===== src/common/system_pkg.sv =====
package system_pkg;

   // Tester and unit under test
   localparam int n_masters = 2;

   // Memory init time after reset release, in clk cycles
   localparam int mem_init_cycles = 20;

   // Width of the init counter, holds mem_init_cycles itself
   localparam int init_cnt_w = $clog2(mem_init_cycles + 1);

   // Reset release flops
   localparam int sync_stages = 2;

   typedef logic [$clog2(n_masters)-1:0] master_idx_t;

endpackage


===== src/memory/mem_init_timer.sv =====
`timescale 1ns/1ps

module mem_init_timer (
   input  logic clk,
   input  logic arst_n,
   output logic init_done
);

   // Stand-in for the memory controller calibration time

   logic [system_pkg::init_cnt_w-1:0] cnt_q;

   always_ff @(posedge clk or negedge arst_n) begin
      if (!arst_n) begin
         cnt_q <= '0;
      end else if (!init_done) begin
         cnt_q <= cnt_q + 1'b1;  // Saturates at the terminal count
      end
   end

   // Terminal count reached
   assign init_done =
      (cnt_q == system_pkg::init_cnt_w'(system_pkg::mem_init_cycles));

endmodule


===== config.mk =====
export PLATFORM = sky130hd
export DESIGN_NAME = mem_init_timer
export DESIGN_NICKNAME = d
export VERILOG_FILES = /design/src/common/system_pkg.sv /design/src/memory/mem_init_timer.sv
export SDC_FILE = /design/constraint.sdc
export NUM_CORES = 1
export LEC_CHECK = 0
export BUFFER_PORTS_ARGS = -buffer_cell sky130_fd_sc_hd__buf_2
export CAP_MARGIN = 20
export CELL_PAD_IN_SITES_DETAIL_PLACEMENT = 1
export CELL_PAD_IN_SITES_GLOBAL_PLACEMENT = 1
export CORE_AREA = 2 2 39 41
export DETAILED_ROUTE_END_ITERATION = 16
export DIE_AREA = 0 0 41 43
export PLACE_DENSITY_LB_ADDON = 0.1
export REMOVE_ABC_BUFFERS = 1
export SLEW_MARGIN = 10
export SYNTH_ARGS = -nofsm -noshare
export SYNTH_HDL_FRONTEND = slang
export SYNTH_SLANG_ARGS = --single-unit

===== constraint.sdc =====
create_clock -name clk -period 2.3 [get_ports clk]
set_input_delay 0.345 -clock clk [delete_from_list [all_inputs] [get_ports clk]]
set_output_delay 0.345 -clock clk [all_outputs]
set_load 0.01 [all_outputs]

==> impl_results.md <==
* Die area at between 1500 and 2000 um2
* Slew margin rel. at 85.9%
* Die Wd at about 41 um
* FILL cells at 162
* Port bufs at 2
* Die height at 43 um
* Hold Vio Cnt, Final at 0
* Slew @ Worst Pin at 0.212 ns
* Reported max-cap violation count at 0
* Final setup viols at 0
* Pwr Density at 594 nW/um2
* Crit path max-delay family: flip-flops
* First-pass GRT wire length at between 700 and 800 um
* Worst Path Required at 1.96 ns
* Buf/Inv on CP at 3
* Cell area after layout at about 330 um2
* Unrepaired setup endpoints after global routing: no
* Final setup TNS at 0 ns
* Setup WS pre-CTS at 0.896 ns
* R2R depth at 4
* Post-route ant nets at 0
* Comb pwr share at approximately 1.8%
* Final count of pins violating max slew at 0
* Core outline area at ~1400 um2
* Yosys top cell by area: dfrtp_1
* TritonCTS Sinks at 5
* Number of flip-flops in the largest register at 5
* Cts bufs inserted at 3
* Top cells by area, synth: dfrtp_1, ha_1, nand4b_4
* Share of layout cells above drive strength 1 at between 20 and 30%
* Global route total overflow at 0
* Initial core utilization at 19.3%
* Clock Power Share at about 54%
* Post-synth ARST share at 100%
* Count leader, synth: dfrtp_1
* Crit-path max FO at 3
* DRC viols at 0
* Via count at 180
* Syn_area_per_cell at approximately 12 um2
* Post-synth EDFFs at 0
* Slowest Stage Delay on Critical Path at between 0.3 and 0.4 ns
* Startpoint types: flip-flop
* HP Class: in -> async
* Largest net degree at the start of global routing at 6
* Leakage at between 0.1 and 0.15 nW
* Area grow syn2layout at 24.9%
* Final hold slack at 0.445 ns
* YS warnings at 0
* Worst path slowest cell: dfrtp_1
* Vias in the first global route at roughly 170
* Worst-skew pair later-pin latency at 0.24 ns
* Final worst path period share at between 70 and 80%
* Synth top area share at about 47%
* Max Freq at around 600 MHz
* Crit. path cell count at 5
* Post-DP Area at between 200 and 300 um2
* H-tree Lvls at 1
* Ant diodes at 0
* WL/cell at 10.8 um
* Final setup margin at 0.642 ns
* Gr usage total at under 10%
* Setup Skew at approximately 0.00039 ns
* Most flops, register: cnt_q
* Cell Chain, Critical Path: inv_1 > ha_1 > nand4b_4 > inv_1 > buf_2
* Post-synth cell types at 12
* VDD IR max at about 0.13 mV
* Vias per cell at roughly 4
* DRT Wirelength at roughly 490 um
* Top flop regs: cnt_q: 5 flops
* Seq pwr share at 44.6%
* Clk slew on worst S/H paths at approximately 0.05 ns
* Gate Count Post-Synth at 22
* WS Path Type: reg -> out
* Clk buf depth at 2
* Worst Setup End Kind: primary output
* # IOs at 3
* CTS tree: built
* Sequential-to-total area share from yosys stat at a little under half
* Row Count at 14
* CTS Hold Buffers Added at 1
* Crit path DAT at ~1.3 ns
* Synth Register Bits at 5
* Internal Pwr Total at 0.156 mW
* Net Sw Power at between 0.04 and 0.05 mW
* Prevailing post-synth register cell: dfrtp_1
* Initial DRC Count at 0
* Minimum clock period at ~1.7 ns
* Mapped Area at approximately 270 um2
* Most frequent CP cell: inv_1
* Post-CTS setup buffer count at 0
* Top cells by count, synth: dfrtp_1, inv_1
* GPL Wtd Cong at about 0.62
* Initial antenna violation count at 0
* DRT Pass-1 Iters at 1
* Switching share of power at a little over a fifth
* Root cell of the clock tree: clkbuf_4
* Status: complete, no violations
* Nets@finish at 34
* Post_cts resized at 0
path summary, 6_finish.rpt:
| kind | start | to | slack, ns |
|---|---|---|---|
| max reg2reg | cnt_q[0] | cnt_q[1] | 0.99 |
| min in group clk | cnt_q[4] | cnt_q[4] | 0.57 |
| max | cnt_q[0] | init_done | 0.64 |
| min | arst_n | cnt_q[1] | 0.45 |
| max in group asynchronous | arst_n | cnt_q[3] | 1.72 |
| min reg2reg | cnt_q[4] | cnt_q[4] | 0.57 |
final cells by class:
| type | count | area [um2] | area share [%] |
|---|---|---|---|
| multi-input cells | 14 | 130 | 39.1 |
| flip-flops and latches | 5 | 125 | 37.6 |
| clock buffers | 4 | 26.3 | 7.89 |
| repair buffers | 3 | 20.0 | 6.02 |
| well taps | 16 | 20.0 | 6.02 |
| inverters | 3 | 11.3 | 3.38 |
kinds of logic after synthesis:
kind of cell | Yosys count | synth area share, %
AO/OA/AOI/OAI | 2 | 3.76
XOR/XNOR | 2 | 6.57
adder cells (fa/ha/maj) | 2 | 9.39
buffers and inverters | 3 | 4.23
flip-flops | 5 | 46.9
multiplexers | 2 | 9.86
AND/OR/NAND/NOR | 6 | 19.2
routing by layer:
metal | vias up | GRT usage [%] | share of wire (%)
li1 | 87 | - | -
met5 | - | 0 | 0
met3 | 0 | 6.28 | 6.0
met1 | 90 | 8.09 | 49
met2 | 3 | 9.06 | 45
met4 | 0 | 10.0 | 0
placed cells by master (no fill, tap or decap), drive strengths merged, types with 2 or more instances in the layout:
master	count
xnor2	2
dfrtp	5
buf	2
nand3	2
clkbuf	4
inv	3
a21oi	2
ha	2
mux2	2
power by group through the flow:
| stage | clock network (mW) | logic [mW] | registers [mW] |
|---|---|---|---|
| 6_report | 0.106 | 0.00366 | 0.0882 |
| 5_1_grt | 0.120 | 0.00431 | 0.0880 |
| 4_1_cts | 0.111 | 0.00398 | 0.0882 |
| 3_5_place_dp | 0 | 0.00265 | 0.0896 |
| 3_3_place_gp | 0 | 0.00259 | 0.0896 |
| 2_1_floorplan | 0 | 0.0000000616 | 0.0896 |
per-stage QoR:
step | std cells | power (mW) | util [%]
2_1_floorplan | 22 | 0.0896 | -
3_3_place_gp | 40 | 0.0922 | 21.4
3_5_place_dp | 40 | 0.0922 | 21.4
4_1_cts | 45 | 0.203 | 24.1
5_1_grt | 45 | 0.212 | 24.1
6_report | 45 | 0.198 | 24.1
Note: power is estimated with default switching activity, not from simulation.
