[src/common/mem_bus_pkg.sv]
package mem_bus_pkg;

   // ----------------------------------------------------------
   // Bus widths and memory size
   // ----------------------------------------------------------

   localparam int addr_w    = 8;    // Word address
   localparam int data_w    = 32;
   localparam int mem_depth = 192;  // Implemented words, the rest of the map errors

   // ----------------------------------------------------------
   // Channel payloads
   // ----------------------------------------------------------

   // Request channel, master to memory
   typedef struct packed {
      logic              we;     // 1 = write, 0 = read
      logic [addr_w-1:0] addr;
      logic [data_w-1:0] wdata;  // Ignored on reads
   } mem_req_t;

   // Response channel, memory to master
   // Writes return one too, with rdata zero
   typedef struct packed {
      logic [data_w-1:0] rdata;
      logic              err;    // Address out of range
   } mem_rsp_t;

endpackage

[src/common/system_pkg.sv]
package system_pkg;

   // Tester and unit under test
   localparam int n_masters = 2;

   // Memory init time after reset release, in clk cycles
   localparam int mem_init_cycles = 20;

   // Width of the init counter, holds mem_init_cycles itself
   localparam int init_cnt_w = $clog2(mem_init_cycles + 1);

   // Reset release flops
   localparam int sync_stages = 2;

   typedef logic [$clog2(n_masters)-1:0] master_idx_t;

endpackage

[src/logic/bus_arbiter.sv]
`timescale 1ns/1ps

module bus_arbiter (
   input  logic                                              clk,
   input  logic                                              arst_n,
   input  logic                                              rst,
   input  mem_bus_pkg::mem_req_t [system_pkg::n_masters-1:0] req,
   input  logic [system_pkg::n_masters-1:0]                  req_valid,
   output logic [system_pkg::n_masters-1:0]                  req_ready,
   output mem_bus_pkg::mem_rsp_t [system_pkg::n_masters-1:0] rsp,
   output logic [system_pkg::n_masters-1:0]                  rsp_valid,
   input  logic [system_pkg::n_masters-1:0]                  rsp_ready,
   output mem_bus_pkg::mem_req_t                             mem_req,
   output logic                                              mem_req_valid,
   input  logic                                              mem_req_ready,
   input  mem_bus_pkg::mem_rsp_t                             mem_rsp,
   input  logic                                              mem_rsp_valid,
   output logic                                              mem_rsp_ready
);

   typedef enum logic [1:0] {st_idle, st_issue, st_wait} state_t;

   state_t state_q, state_n;
   system_pkg::master_idx_t owner_q;  // Current owner and last winner
   system_pkg::master_idx_t pick;
   logic any_req;

   // ----------------------------------------------------------
   // Round-robin pick starting past the last winner
   // ----------------------------------------------------------

   always_comb begin
      system_pkg::master_idx_t idx;
      pick    = owner_q;
      any_req = 1'b0;
      for (int k = 1; k <= system_pkg::n_masters; k++) begin
         idx = system_pkg::master_idx_t'((int'(owner_q) + k) % system_pkg::n_masters);
         if (!any_req && req_valid[idx]) begin
            pick    = idx;
            any_req = 1'b1;
         end
      end
   end

   always_comb begin
      state_n = state_q;
      case (state_q)
         st_idle:  if (any_req) state_n = st_issue;
         st_issue: if (mem_req_valid && mem_req_ready) state_n = st_wait;
         st_wait:  if (mem_rsp_valid && mem_rsp_ready) state_n = st_idle;  // Owner took it
         default:  state_n = st_idle;
      endcase
   end

   always_ff @(posedge clk or negedge arst_n) begin
      if (!arst_n) begin
         state_q <= st_idle;
         owner_q <= system_pkg::master_idx_t'(system_pkg::n_masters - 1);  // Master 0 first
      end else if (rst) begin
         state_q <= st_idle;
         owner_q <= system_pkg::master_idx_t'(system_pkg::n_masters - 1);
      end else begin
         state_q <= state_n;
         if (state_q == st_idle && any_req) begin
            owner_q <= pick;
         end
      end
   end

   // ----------------------------------------------------------
   // Routing
   // ----------------------------------------------------------

   assign mem_req       = req[owner_q];
   assign mem_req_valid = (state_q == st_issue) && req_valid[owner_q];
   assign mem_rsp_ready = (state_q == st_wait) && rsp_ready[owner_q];

   always_comb begin
      for (int i = 0; i < system_pkg::n_masters; i++) begin
         req_ready[i] = (state_q == st_issue) && (owner_q == system_pkg::master_idx_t'(i))
                        && mem_req_ready;
         rsp[i]       = mem_rsp;  // Data to all and valid to the owner only
         rsp_valid[i] = (state_q == st_wait) && (owner_q == system_pkg::master_idx_t'(i))
                        && mem_rsp_valid;
      end
   end

   // Grant only to a master whose request is still held
   a_grant_requested: assert property (
      @(posedge clk) disable iff (!arst_n || rst)
      state_q == st_issue |-> req_valid[owner_q]
   );

   // Memory answers only while a transaction is owned
   a_rsp_owned: assert property (
      @(posedge clk) disable iff (!arst_n || rst)
      mem_rsp_valid |-> state_q == st_wait
   );

endmodule

[config.mk]
export PLATFORM = sky130hd
export DESIGN_NAME = bus_arbiter
export DESIGN_NICKNAME = d
export VERILOG_FILES = /design/src/common/mem_bus_pkg.sv /design/src/common/system_pkg.sv /design/src/logic/bus_arbiter.sv
export SDC_FILE = /design/constraint.sdc
export NUM_CORES = 1
export LEC_CHECK = 0
export BUFFER_PORTS_ARGS = -buffer_cell sky130_fd_sc_hd__buf_2
export CAP_MARGIN = 20
export CORE_AREA = 5 5 88 90
export CTS_BUF_LIST = sky130_fd_sc_hd__clkbuf_4 sky130_fd_sc_hd__clkbuf_8
export CTS_CLUSTER_DIAMETER = 60
export DETAILED_ROUTE_END_ITERATION = 6
export DIE_AREA = 0 0 93 95
export PLACE_DENSITY = 0.62
export SLEW_MARGIN = 20
export SYNTH_ARGS = -nofsm -noshare
export SYNTH_HDL_FRONTEND = slang
export SYNTH_SLANG_ARGS = --single-unit
[constraint.sdc]
create_clock -name clk -period 1.4 [get_ports clk]
set_input_delay 0.28 -clock clk [delete_from_list [all_inputs] [get_ports clk]]
set_output_delay 0.28 -clock clk [all_outputs]
set_load 0.05 [all_outputs]
==> flow_metrics.tcl <==
set metrics [dict create \
    status "complete, but fails checks" \
    violations "setup timing" \
    powerDensity_nw_per_um2 785 \
    dieArea_um2 8840 \
    drive_above_1_share 0.937 \
    cts_tree "yes" \
    max-cap-violations 0 \
    hold_violations 0 \
    grt_pass1_wl_um 6430 \
    fillers 706 \
    yosys_warnings 0 \
    dr.first_iter.drc_count 15 \
    synth-seq-cells 3 \
    dr.pass1.iters 4 \
    via_per_inst 4.01 \
    io_pins 237 \
    grt_max_degree 10 \
    worst_slack_ps -413 \
    seqPwrFrac 0.059 \
    p_comb_frac 0.791 \
    drtAntennaViolNets 0 \
    tightestPinTransition_ps 251 \
    clockBufferDepth 2 \
    min_path_type "input pin to flop" \
    syn_nets 261 \
    layout.nets 347 \
    fin_crit_ps 1810 \
    regToRegStartpoint "owner_q$_DFFE_PN1P_" \
    worstPathRequired_ps 1120 \
    place.gp.congestion 0.650 \
    antennaDiodeCount 0 \
    min_to "state_q[1]$_DFFE_PN0P_" \
    core_um2 6980 \
    ys.flop_type "dfrtp_1" \
    drc 0 \
    antenna_found_initial 0 \
    cts_root_buf "clkbuf_8" \
    startpoint_type "flop" \
    synth-edff-count 0 \
    grt_pass1_vias 1282 \
    start_util 0.172 \
    grt_usage 0.0920 \
    cts_buffers 3 \
    pre_cts_ws_ps -281 \
    reg2reg_to "state_q[0]$_DFFE_PN0P_" \
    hold_start "rst" \
    max_freq_mhz 552 \
    ys_types 18 \
    cp_max_fo 4 \
    switching_share 0.449 \
    syn_inst 137 \
    leakage_nw 1.20 \
    power.ir.vdd_worst_mv 0.239 \
    rsz0062_at_grt "yes" \
    route.vias.total 1218 \
    reg2reg_slack_ps -220 \
    clk_pin_slew_ps 30 \
    finalPower_mw 1.77 \
    reg2reg_depth 7 \
    timing.final.crit_share 1.29 \
    fin_skew_ps 0.573 \
    gr-total-overflow 0 \
    critPathCaptureType "primary output" \
    h-tree-depth 1 \
    slew_headroom 0.833 \
    clock_sinks 3 \
    fp.dieH_um 95 \
    portBuffers 137 \
    dp_hpwl_um 3510 \
    critPathArrivalTime_ps 1530 \
    routed_wl_um 4770 \
    clock_latency_ps 210 \
    ys_async_sr_fraction 1.00 \
    wl_per_cell_um 15.7 \
    syn-cell-area_um2 1200 \
    syn_avg_cell_area_um2 8.74 \
    area_growth_syn_to_layout_pct 88.7 \
    yosysSeqAreaShare 0.0637 \
    critPathKind "flop to primary output" \
    intPower_mw 0.978 \
    num_rows 31 \
    final_util 0.324 \
    die_w_um 93 \
    clkPwrFrac 0.150 \
    p_sw_mw 0.796 \
    slew_viol_final 0 \
    setup_viol 49 \
    min_delay_path_depth 2 \
]
-- state kept, by name (all words and copies together) (netlist names) --
signal   flops
state_q      2
owner_q      1
-- timing repair --
item | 4_1_cts | 5_1_grt
buffers inserted | 4 | 1
gates cloned | 3 | 2
resized for setup | 122 | 10
hold endpoints to repair | 2 | 0
endpoints found under the setup margin | 49 | 49
hold buffers | 1 | 0
pin swaps | 1 | 1
-- how the worst max path moves through the flow --
| stage | to | slack [ps] | cells past startpoint | startpoint |
|---|---|---|---|---|
| finish | mem_req[4] | -410 | 4 | owner_q$_DFFE_PN1P_ |
| global route | mem_req[21] | -450 | 4 | owner_q$_DFFE_PN1P_ |
| CTS | mem_req[31] | -420 | 4 | owner_q$_DFFE_PN1P_ |
| detailed placement | mem_req[29] | -280 | 3 | owner_q$_DFFE_PN1P_ |
| global placement | mem_req[29] | -270 | 3 | owner_q$_DFFE_PN1P_ |
| floorplan | req_ready[1] | -200 | 3 | owner_q$_DFFE_PN1P_ |
-- cells in the final DEF, fill, tap and decap left out, types with 2 or more instances in the layout --
master / synthesis / routed
buf_8: 0 / 11
buf_2: 1 / 90
nor2_2: 0 / 2
buf_6: 0 / 41
nor3b_4: 0 / 2
buf_4: 70 / 3
dfrtp_1: 2 / 2
mux2i_4: 0 / 2
nand2_1: 3 / 3
buf_16: 0 / 3
mux2_4: 0 / 26
clkbuf_8: 0 / 3
clkbuf_16: 0 / 2
mux2_2: 41 / 15
-- worst max-delay path, stage by stage, from the launching register on --
cell and delay, ps:
dfstp_2 550, buf_6 160, clkbuf_16 160, mux2_4 300, buf_6 150
-- area by class of cell --
cell class                      count  area, µm²  area share
Clock buffer                        4       48.8      0.0216
Tap cell                           82        103      0.0454
Multi-Input combinational cell     62        766       0.339
Timing Repair Buffer              152       1260       0.559
Sequential cell                     3       76.3      0.0338
Inverter                            1       3.75     0.00166
-- per-layer routing --
layer | vias up | global-route usage | routed length, µm
li1 | 568 | - | -
met1 | 534 | 0.0827 | 1500
met2 | 97 | 0.190 | 2570
met3 | 19 | 0.0295 | 609
met4 | 0 | 0.0317 | 87
met5 | - | 0 | 0
-- Yosys cell counts, drive strengths merged, types with 2 or more instances --
library cell,n,area (µm²)
buf,71,531
dfrtp,2,50.1
mux2,41,462
mux2i,2,20.0
nand2,3,11.3
nor2,3,11.3
nor2b,3,18.8
nor3,2,10.0
nor3b,2,15.0
-- power by group through the flow --
| stage | logic, mW | clock network (mW) | registers, mW |
|---|---|---|---|
| after floorplan | 1.26 | 0 | 0.107 |
| after global placement | 1.01 | 0 | 0.105 |
| after detailed placement | 1.01 | 0 | 0.105 |
| after CTS | 1.35 | 0.269 | 0.105 |
| after global routing | 1.46 | 0.277 | 0.106 |
| final | 1.40 | 0.265 | 0.105 |
-- stage by stage --
step | hold slack (ps) | cells | cell area (µm²) | TNS (ps)
global route | 279 | 304 | 2260 | -20090
CTS | 254 | 301 | 2160 | -18370
detailed placement | 81.4 | 290 | 1600 | -9790
global placement | 78.0 | 290 | 1600 | -9050
floorplan | -15.6 | 137 | 1300 | -6050
finish | 265 | 304 | 2260 | -18070
-- logic make-up (layout without fill, tap and decap cells) --
group,count (synthesis),after routing,synth area share
flops,3,3,0.0637
buf+inv,72,157,0.446
simple gates,16,16,0.0711
mux,43,43,0.402
compound gates,3,3,0.0167
Power figures use the tool's default switching activity.
