### config.mk
export PLATFORM = sky130hd
export DESIGN_NAME = pipe_reg
export DESIGN_NICKNAME = d
export VERILOG_FILES = /design/src/logic/pipe_reg.sv
export SDC_FILE = /design/constraint.sdc
export NUM_CORES = 1
export LEC_CHECK = 0
export ABC_AREA = 1
export BUFFER_PORTS_ARGS = -buffer_cell sky130_fd_sc_hd__clkbuf_2
export CORE_MARGIN = 2
export CORE_UTILIZATION = 30
export DETAILED_ROUTE_END_ITERATION = 12
export PLACE_DENSITY_LB_ADDON = 0.05
export SLEW_MARGIN = 5
export SYNTH_ARGS = -nofsm -noshare
export SYNTH_HDL_FRONTEND = slang
export SYNTH_SLANG_ARGS = --single-unit
### constraint.sdc
create_clock -name clk -period 2.58 [get_ports clk]
set_clock_uncertainty 0.05 [all_clocks]
set_input_delay 0.258 -clock clk [delete_from_list [all_inputs] [get_ports clk]]
set_output_delay 0.258 -clock clk [all_outputs]
set_load 0.05 [all_outputs]
### src/logic/pipe_reg.sv
`timescale 1ns/1ps

module pipe_reg #(
   parameter type payload_t = logic [31:0]
) (
   input  logic     clk,
   input  logic     arst_n,
   input  logic     rst,
   input  payload_t in_data,
   input  logic     in_valid,
   output logic     in_ready,
   output payload_t out_data,
   output logic     out_valid,
   input  logic     out_ready
);

   payload_t main_q;   // Output stage
   payload_t spare_q;  // Skid entry, used while downstream stalls
   logic main_valid_q, spare_valid_q, ready_q;
   logic main_valid_n, spare_valid_n;
   logic in_fire, out_fire;
   logic load_in, load_spare, move_spare;

   assign in_fire  = in_valid && ready_q;
   assign out_fire = main_valid_q && out_ready;

   always_comb begin
      main_valid_n  = main_valid_q;
      spare_valid_n = spare_valid_q;
      load_in       = 1'b0;
      load_spare    = 1'b0;
      move_spare    = 1'b0;
      if (!main_valid_q || out_fire) begin
         if (spare_valid_q) begin  // Older item goes first
            move_spare    = 1'b1;
            main_valid_n  = 1'b1;
            spare_valid_n = 1'b0;
         end else begin
            load_in      = in_fire;
            main_valid_n = in_fire;
         end
      end else if (in_fire) begin
         load_spare    = 1'b1;
         spare_valid_n = 1'b1;
      end
   end

   always_ff @(posedge clk or negedge arst_n) begin
      if (!arst_n) begin
         main_valid_q  <= 1'b0;
         spare_valid_q <= 1'b0;
         ready_q       <= 1'b0;
      end else if (rst) begin
         main_valid_q  <= 1'b0;
         spare_valid_q <= 1'b0;
         ready_q       <= 1'b0;
      end else begin
         main_valid_q  <= main_valid_n;
         spare_valid_q <= spare_valid_n;
         ready_q       <= !spare_valid_n;  // Drops only when both are full
      end
   end

   always_ff @(posedge clk) begin
      if (move_spare) begin
         main_q <= spare_q;
      end else if (load_in) begin
         main_q <= in_data;
      end
      if (load_spare) begin
         spare_q <= in_data;
      end
   end

   assign in_ready  = ready_q;
   assign out_data  = main_q;
   assign out_valid = main_valid_q;

endmodule

==> metrics.cfg, run 1 <==
[status]
status=completed

[floorplan]
io_pins=71
rows=33
fp.dieW_um=96.9
fp.dieH_um=96.9
dieArea_sq_um=9390
initial_core_util_pct=31.2
core_sq_um=8300

[setup_path]
reg2regPathDepth=3
crit_path_start=out_valid
critPathCaptureType=register
crit_path_max_fanout=35
critPathKind=register to register
crit_arrival_ns=1.71
r2r_start=out_valid
required_ns=2.53
start_kind=register
reg2reg_slack_ns=0.82

[placement]
post-dp-hpwl_um=3210
place_congestion=0.674
numPortBuffers=70
placedCellCount=359

[power_and_ir_drop]
combPwrFrac_pct=10.2
leakage_uw=0.00135
p_per_area_nw_per_um2=677
seqPwrFrac_pct=57.4
intPower_uw=1620
p_switching_uw=537
switching_share_pct=24.8
clockPowerShare_pct=32.3
irDropWorstVdd_uv=254

[clock_network]
cts_made_buffers=9
hold_buffers=1
clk_pin_slew_ns=0.06
clockBufferDepth=2
clock-sinks=67
cts_tree=yes
root_buffer=clkbuf_8
clock_latency_ns=0.32
htreeDepth=3
cts_setup_buffers=0
cts_resized=0

[synthesis]
synthXorXnorAreaFrac_pct=0
yosysTopAreaCell=edfxtp_1
synth_compound_area_share_pct=0.193
synth_most_common_cell=edfxtp_1
synth_edf_count=64
synth_flop_cell=edfxtp_1
synth_top_area_share_pct=74.2
synth.area.mux_share_pct=0
synthTopCellsByArea=edfxtp_1 74%, nand2_1 8.8%, nand3_1 6.2%
syn-num-nets=228
synthSimpleGateAreaFrac_pct=18.8
synth_common_cells=64 x edfxtp_1, 61 x nand2_1, 32 x nand3_1
synth.avg_cell_area_sq_um=13.6
ys_warn_count=0
synth-adder-area-share_pct=0
synthCells=191
synth_seq_cells=67
synth_top_family_by_area=simple AND/OR/NAND/NOR gates
ys_seq_area_share_pct=77.1
ys_types=14
synth_area_sq_um=2590
synthArstFlopShare_pct=4.48

[drt]
vias_per_cell=4.33
post_drt_wl_per_cell_um=13.7
routed_wl_um=5150
ant_nets=0
drc=0
drt_iter0_markers=91
num_vias=1625
drt_pass1_iterations=4

[cells_and_area]
fin_util_pct=38.4
fin_cells=375
post_route_cells_drive_above_1_share_pct=36.7
nets=303
diodes=0
synthToLayoutAreaGrowth_pct=23.2

[sta]
fmax_ghz=0.568
finalCritPeriodShare_pct=68.2
setup_tns_ns=0
tightest_slew_ns=0.439
min_period_ns=1.76
setup_viol=0
worst_slew_margin_rel_pct=70.7
drv_slew=0
rsz0062_at_grt=false
hold_viol_final=0

[global_routing]
antenna_found_initial=0
grt_use_met2_pct=17.0
grt_use_met3_pct=4.41
grt_pass1_wl_um=8340
met1_usage_pct=15.9
grt_max_degree=36
busiest_layer=met2
grt_pass1_vias=1591
grt_overflow=0
grt_use_total_pct=11.8

[hold_path]
worstHoldPathType=input pin to register
whs_path_depth=2
holdCritStartpoint=rst

[flow_run]
max_cap_viol_count=0

## power groups by stage
stage               registers [uW]  clock network [uW]  logic, uW
finish                        1240                 699        221
global route                  1240                 785        240
CTS                           1240                 732        226
detailed placement            1260                   0        225
global placement              1260                   0        226
floorplan                     1360                   0       51.5
## kinds of logic (layout without fill, tap and decap cells)
| group | after synthesis | after routing |
|---|---|---|
| and+or+nand+nor | 108 | 108 |
| AOI/OAI and AO/OA | 1 | 1 |
| DFF | 67 | 67 |
| buffers and inverters | 15 | 94 |
## critical path, cell delays in order, from the launching register on
cell and delay (ns):
dfrtp_1 0.40, nand2_4 0.26, nor2_4 0.33, buf_4 0.37
## metal layers
metal  share of wire [%]  up-vias
met4                0.27        0
met1                  47      760
met3                 5.4        2
met2                  47       52
li1                    -      811
met5                   0        -
## layout by cell type (no fill, tap or decap), drive strengths merged
cell         instances
clkbuf              81
nand2               73
edfxtp              64
nand3               32
inv                  5
clkinv               4
dfrtp                3
nor2                 3
buf                  3
a21oi                1
dlygate4sd3          1
## worst paths after layout
| path | to |
|---|---|
| hold reg to reg | out_data[13] |
| max in group asynchronous | spare_valid_q |
| hold / removal | in_ready |
| setup reg to reg | spare_q[1] |
| min in group asynchronous | in_ready |
| setup / recovery | spare_q[1] |
## sequential cells by signal, indices dropped and copies added, names as in the netlist
register       cells
in_ready           1
out_valid          1
spare_q           32
spare_valid_q      1
out_data          32
## per-stage QoR
stage / cell area, sq um / total power (uW) / hold slack [ns] / setup slack (ns)
3_5_place_dp: 3030 / 1490 / 0.00944 / 0.773
6_report: 3190 / 2160 / 0.0617 / 0.821
4_1_cts: 3190 / 2200 / 0.0417 / 0.759
5_1_grt: 3190 / 2270 / 0.0376 / 0.653
3_3_place_gp: 3030 / 1490 / 0.00878 / 0.788
2_1_floorplan: 2590 / 1410 / -0.0876 / 0.289
## cell type report
type                    instances  area [sq um]
clock buffers                  11           131
clock inverters                 4          18.8
fillers                       822          5110
inverters                       5          18.8
multi-input cells             109           498
flip-flops and latches         67          2000
well taps                     105           131
repair buffers                 74           395
Power figures use the tool's default switching activity.
==> run 2, diff against run 1 <==
- ABC_AREA: 1 -> 0
- clock period: 2.58 -> 1.6 ns (I/O delays scaled with it)
==> metrics.cfg, run 2 <==
[cells_and_area]
synthToLayoutAreaGrowth_pct=40.8
fin_area_sq_um=3650  ; +14%
final_cell_mix=70 x clkbuf_2, 64 x edfxtp_1, 34 x dlygate4sd3_1, 30 x mux2_4, 9 x clkbuf_8
nets=266  ; -12%
layout_commonest_cell=clkbuf_2
post_route_cells_drive_above_1_share_pct=54.3  ; +18 points
diodes=0  ; unchanged

[floorplan]
initial_core_util_pct=31.3  ; +0.060 points
dieArea_sq_um=9410  ; +0.19%
core_sq_um=8300  ; unchanged
fp.dieH_um=97.0  ; about the same
io_pins=71  ; unchanged
fp.dieW_um=97.0  ; about the same
rows=33  ; unchanged

[synthesis]
synthSimpleGateAreaFrac_pct=1.74  ; -17 points
synth_area_sq_um=2590  ; +0.19%
ys_warn_count=0  ; unchanged
synth_seq_cells=67  ; unchanged
ys_seq_area_share_pct=77.0  ; -0.15 points
yosysTopAreaCell=edfxtp_1
synth_common_cells=64 x edfxtp_1, 30 x mux2_4
synth_compound_area_share_pct=0.579  ; +0.39 points
synth.area.mux_share_pct=18.2  ; +18 points
synth_most_common_cell=edfxtp_1
syn-num-nets=150  ; -34%
synth_edf_count=64  ; unchanged
synth.avg_cell_area_sq_um=23.0  ; +69%
synthXorXnorAreaFrac_pct=0  ; unchanged
ys_types=12  ; -2
synth_flop_cell=edfxtp_1
synth_top_family_by_area=multiplexers
synthCells=113  ; -41%
synthTopCellsByArea=edfxtp_1 74%, mux2_4 17%, dfrtp_1 2.9%
synth-adder-area-share_pct=0  ; unchanged
synthArstFlopShare_pct=4.48  ; unchanged
synth_top_area_share_pct=74.1  ; -0.14 points

[power_and_ir_drop]
p_per_area_nw_per_um2=1020  ; +51%
p_switching_uw=868  ; +62%
seqPwrFrac_pct=53.5  ; -3.9 points
intPower_uw=2870  ; +77%
irDropWorstVdd_uv=476  ; +88%
switching_share_pct=23.2  ; -1.6 points
clockPowerShare_pct=35.2  ; +2.9 points
combPwrFrac_pct=11.3  ; +1.1 points
leakage_uw=0.00152  ; +13%
totalPowerFinal_uw=3740  ; +73%

[drt]
routed_wl_um=4770  ; -7.3%
num_vias=1436  ; -12%
met3_length_um=298  ; +7.2%
drt_pass1_iterations=4  ; unchanged
routed.top_layer=met4
met1Wirelength_um=1940  ; -20%
wl_met2_um=2440  ; +0.25%
drc=0  ; unchanged
post_drt_wl_per_cell_um=14.1  ; +2.5%
ant_nets=0  ; unchanged
drt_iter0_markers=41  ; -55%
vias_per_cell=4.24  ; -2.2%

[setup_path]
start_kind=register
reg2regPathDepth=4  ; +1
critPathCaptureType=register
crit_arrival_ns=1.47  ; -0.24 ns
required_ns=1.63  ; -0.90 ns
critPathKind=register to register
crit_path_max_fanout=16  ; -54%

[placement]
place_congestion=0.729  ; +8.2%
dp_slack_ns=0.160  ; -0.612 ns
placed_area_sq_um=3130  ; +3.2%
numPortBuffers=70  ; unchanged
post-dp-hpwl_um=3090  ; -3.8%

[sta]
finalCritPeriodShare_pct=89.6  ; +21 points
drv_slew=0  ; unchanged
setup_viol=0  ; unchanged
tightest_slew_ns=0.296  ; -0.143 ns
rsz0062_at_grt=false
hold_viol_final=0  ; unchanged
fmax_ghz=0.697  ; +23%
min_period_ns=1.43  ; -0.325 ns
worst_slew_margin_rel_pct=80.4  ; +9.6 points
fin_ws_ns=0.166  ; -0.655 ns

[global_routing]
grt_use_total_pct=10.7  ; -1.1 points
antenna_found_initial=0  ; unchanged
grt_pass1_vias=1541  ; -3.1%
grt_overflow=0  ; unchanged
grt_max_degree=33  ; -8.3%
grt_pass1_wl_um=7620  ; -8.5%

[clock_network]
cts_resized=0  ; unchanged
clk_pin_slew_ns=0.07  ; about the same
cts_setup_buffers=0  ; unchanged
clock_latency_ns=0.33  ; about the same
cts_made_buffers=9  ; unchanged
cts_tree=yes
root_buffer=clkbuf_8
htreeDepth=3  ; unchanged
clock-sinks=67  ; unchanged
clockBufferDepth=2  ; unchanged

[flow_run]
max_cap_viol_count=0  ; unchanged

[status]
status=completed

[hold_path]
worstHoldPathType=input pin to async pin

run 2: area by class of cell:
| cell class | instances | area, sq um |
|---|---|---|
| fill | 759 | 4650 |
| multi-input combinational | 42 | 563 |
| sequential | 67 | 2000 |
| inverter | 1 | 3.75 |
| timing repair buffer | 108 | 771 |
| clock buffer | 10 | 128 |
| tap | 105 | 131 |
| clock inverter | 6 | 56.3 |
run 2: path summary, 6_finish.rpt:
kind	startpoint	end	slack, ns
hold reg to reg	spare_q[11]	out_data[11]	0.49
setup reg to reg	out_valid	out_data[8]	0.17
max in group asynchronous	arst_n	out_valid	1.27
setup / recovery	out_valid	out_data[8]	0.17
min in group clk	out_ready	spare_valid_q	0.14
hold / removal	arst_n	in_ready	0.11
run 2: routing by layer:
metal,global-route usage (%),vias to the layer above
met2,17.5,42
met1,12.0,711
met5,0,-
met3,4.41,10
li1,-,673
met4,5.53,0
run 2: stage by stage:
step | TNS [ns] | cells | hold WS [ns] | util [%]
floorplan | -3.65 | 113 | -0.186 | -
global placement | 0 | 289 | -0.0921 | 37.7
detailed placement | 0 | 289 | -0.0876 | 37.7
CTS | 0 | 339 | 0.0919 | 44.0
global route | 0 | 339 | 0.0970 | 44.0
finish | 0 | 339 | 0.106 | 44.0
run 2: worst max-delay path, stage by stage (launching register included):
cell and delay [ns]:
dfrtp_2 0.45, nand2b_4 0.13, nand2_4 0.08, buf_12 0.17
mux2_4 0.30
run 2: power by group through the flow:
| stage | Clock [uW] | Sequential (uW) | Combinational (uW) |
|---|---|---|---|
| finish | 1320 | 2000 | 423 |
| global route | 1460 | 2000 | 448 |
| CTS | 1370 | 2000 | 430 |
| detailed placement | 0 | 2040 | 363 |
| global placement | 0 | 2030 | 355 |
| floorplan | 0 | 2180 | 97.2 |
run 2: cells by family after synthesis:
family | after synthesis
AND/OR/NAND/NOR | 7
multiplexers | 32
AO/OA/AOI/OAI | 3
buffers and inverters | 4
flip-flops | 67
run 2: what timing repair did:
| item | CTS | global route |
|---|---|---|
| endpoints found under the setup margin | 0 | 0 |
| endpoints found under the hold margin | 38 | 0 |
| hold buffers | 34 | 0 |
==> run 3, diff against run 2 <==
- CTS_BUF_LIST: unset -> sky130_fd_sc_hd__clkbuf_8
- TNS_END_PERCENT: unset -> 100
==> metrics.cfg, run 3 (same netlist as run 2, synthesis figures left out) <==
[status]
status=completed

[clock_network]
cts_resized=0  ; unchanged
cts_made_buffers=9  ; unchanged
hold_buffers=34  ; unchanged
cts_setup_buffers=0  ; unchanged
root_buffer=clkbuf_8
clockBufferDepth=2  ; unchanged
clock-sinks=67  ; unchanged
cts_tree=yes
clock_latency_ns=0.33  ; about the same
htreeDepth=3  ; unchanged
clk_pin_slew_ns=0.07  ; about the same

[power_and_ir_drop]
clockPowerShare_pct=35.1  ; about the same
seqPwrFrac_pct=53.6  ; about the same
leakage_uw=0.00152  ; +0.27%
intPower_uw=2860  ; -0.22%
totalPowerFinal_uw=3730  ; -0.17%
irDropWorstVdd_uv=476  ; unchanged
switching_share_pct=23.3  ; +0.044 points
combPwrFrac_pct=11.3  ; about the same
p_switching_uw=868  ; about the same
p_per_area_nw_per_um2=1020  ; -0.17%

[cells_and_area]
final_cell_mix=70 x clkbuf_2, 64 x edfxtp_1, 34 x dlygate4sd3_1, 30 x mux2_4, 9 x clkbuf_8
multi_input_area_sq_um=563  ; unchanged
diodes=0  ; unchanged
post_route_cells_drive_above_1_share_pct=54.3  ; unchanged
synthToLayoutAreaGrowth_pct=40.8  ; unchanged
fillers=759  ; unchanged
nets=266  ; unchanged
layout_commonest_cell=clkbuf_2
register_area_sq_um=2000  ; unchanged
fin_cells=339  ; unchanged

[drt]
wl_met2_um=2440  ; about the same
drt_pass1_iterations=4  ; unchanged
met3_length_um=285  ; -4.4%
post_drt_wl_per_cell_um=14.1  ; about the same
routed_wl_um=4770  ; about the same
drc=0  ; unchanged
num_vias=1434  ; -0.14%
routed.top_layer=met4
met1Wirelength_um=1950  ; +0.57%
ant_nets=0  ; unchanged
vias_per_cell=4.23  ; -0.14%
drt_iter0_markers=41  ; unchanged

[sta]
hold_viol_final=0  ; unchanged
finalCritPeriodShare_pct=89.6  ; about the same
setup_viol=0  ; unchanged
rsz0062_at_grt=false
min_period_ns=1.43  ; +0.00000100 ns
worst_slew_margin_rel_pct=80.4  ; unchanged
fin_ws_ns=0.166  ; -0.00000100 ns
fmax_ghz=0.697  ; about the same
drv_slew=0  ; unchanged
tightest_slew_ns=0.296  ; unchanged

[hold_path]
worstHoldPathType=input pin to async pin

[setup_path]
slowest_delay_ns=0.45  ; about the same
path_buf_inv=1  ; unchanged
crit_arrival_ns=1.46  ; about the same
crit_path_max_fanout=16  ; unchanged
cp_slowest_cell=dfrtp_2
required_ns=1.63  ; about the same
critPathKind=register to register
start_kind=register
path_cells=nand2b_4 -> nand2_4 -> buf_12 -> mux2_4
cpLargestDelayFamily=flip-flops
critPathCaptureType=register

[placement]
post-dp-hpwl_um=3090  ; unchanged
numPortBuffers=70  ; unchanged
place_congestion=0.729  ; unchanged
dp_slack_ns=0.160  ; unchanged
placedCellCount=289  ; unchanged

[global_routing]
grt_overflow=0  ; unchanged
grt_use_total_pct=10.7  ; unchanged
grt_pass1_wl_um=7620  ; unchanged
antenna_found_initial=0  ; unchanged
grt_pass1_vias=1541  ; unchanged
grt_max_degree=33  ; unchanged

[floorplan]
dieArea_sq_um=9410  ; unchanged
initial_core_util_pct=31.3  ; unchanged
fp.dieW_um=97.0  ; unchanged
io_pins=71  ; unchanged
fp.dieH_um=97.0  ; unchanged
core_sq_um=8300  ; unchanged
rows=33  ; unchanged

[flow_run]
max_cap_viol_count=0  ; unchanged

run 3: cell types whose count changed in the layout (fill, tap and decap cells not counted):
cell	change
inv_1	+1
clkbuf_1	-1
run 3: through the flow:
stage	instance area, sq um	TNS, ns	util, %	hold WS, ns
after global routing	3650	0	44.0	0.0970
final	3650	0	44.0	0.106
after global placement	3130	0	37.7	-0.0921
after floorplan	2630	-3.65	-	-0.186
after detailed placement	3130	0	37.7	-0.0876
after CTS	3650	0	44.0	0.0919
run 3: layout make-up:
type	instances	area share, %
flip-flops and latches	67	54.7
clock buffers	9	3.39
repair buffers	108	21.1
inverters	1	0.103
well taps	105	3.60
multi-input cells	42	15.4
clock inverters	7	1.64
run 3: path summary, 6_finish.rpt:
check / start / end / slack [ns] / cells past startpoint
min: arst_n / in_ready / 0.11 / 2
max reg2reg: out_valid / out_data[8] / 0.17 / 4
min reg2reg: spare_q[11] / out_data[11] / 0.49 / 1
min in group clk: out_ready / spare_valid_q / 0.14 / 3
max: out_valid / out_data[8] / 0.17 / 4
max in group asynchronous: arst_n / out_valid / 1.27 / 2
run 3: worst register-to-register path: cells and delay by family (launching register included):
| kind | cells | cell delay, ns |
|---|---|---|
| flip-flops | 1 | 0.45 |
| multiplexers | 1 | 0.31 |
| AND/OR/NAND/NOR | 2 | 0.21 |
| buffers and inverters | 1 | 0.17 |
run 3: metal layers:
| layer | GRT usage [%] | up-vias |
|---|---|---|
| li1 | - | 673 |
| met1 | 12.0 | 711 |
| met2 | 17.5 | 40 |
| met3 | 4.41 | 10 |
| met4 | 5.53 | 0 |
| met5 | 0 | - |
run 3: power by group through the flow:
stage          clock (uW)  combinational, uW  sequential [uW]
2_1_floorplan           0               97.2             2180
3_3_place_gp            0                355             2030
3_5_place_dp            0                363             2040
4_1_cts              1360                430             2000
5_1_grt              1450                448             2000
6_report             1310                423             2000
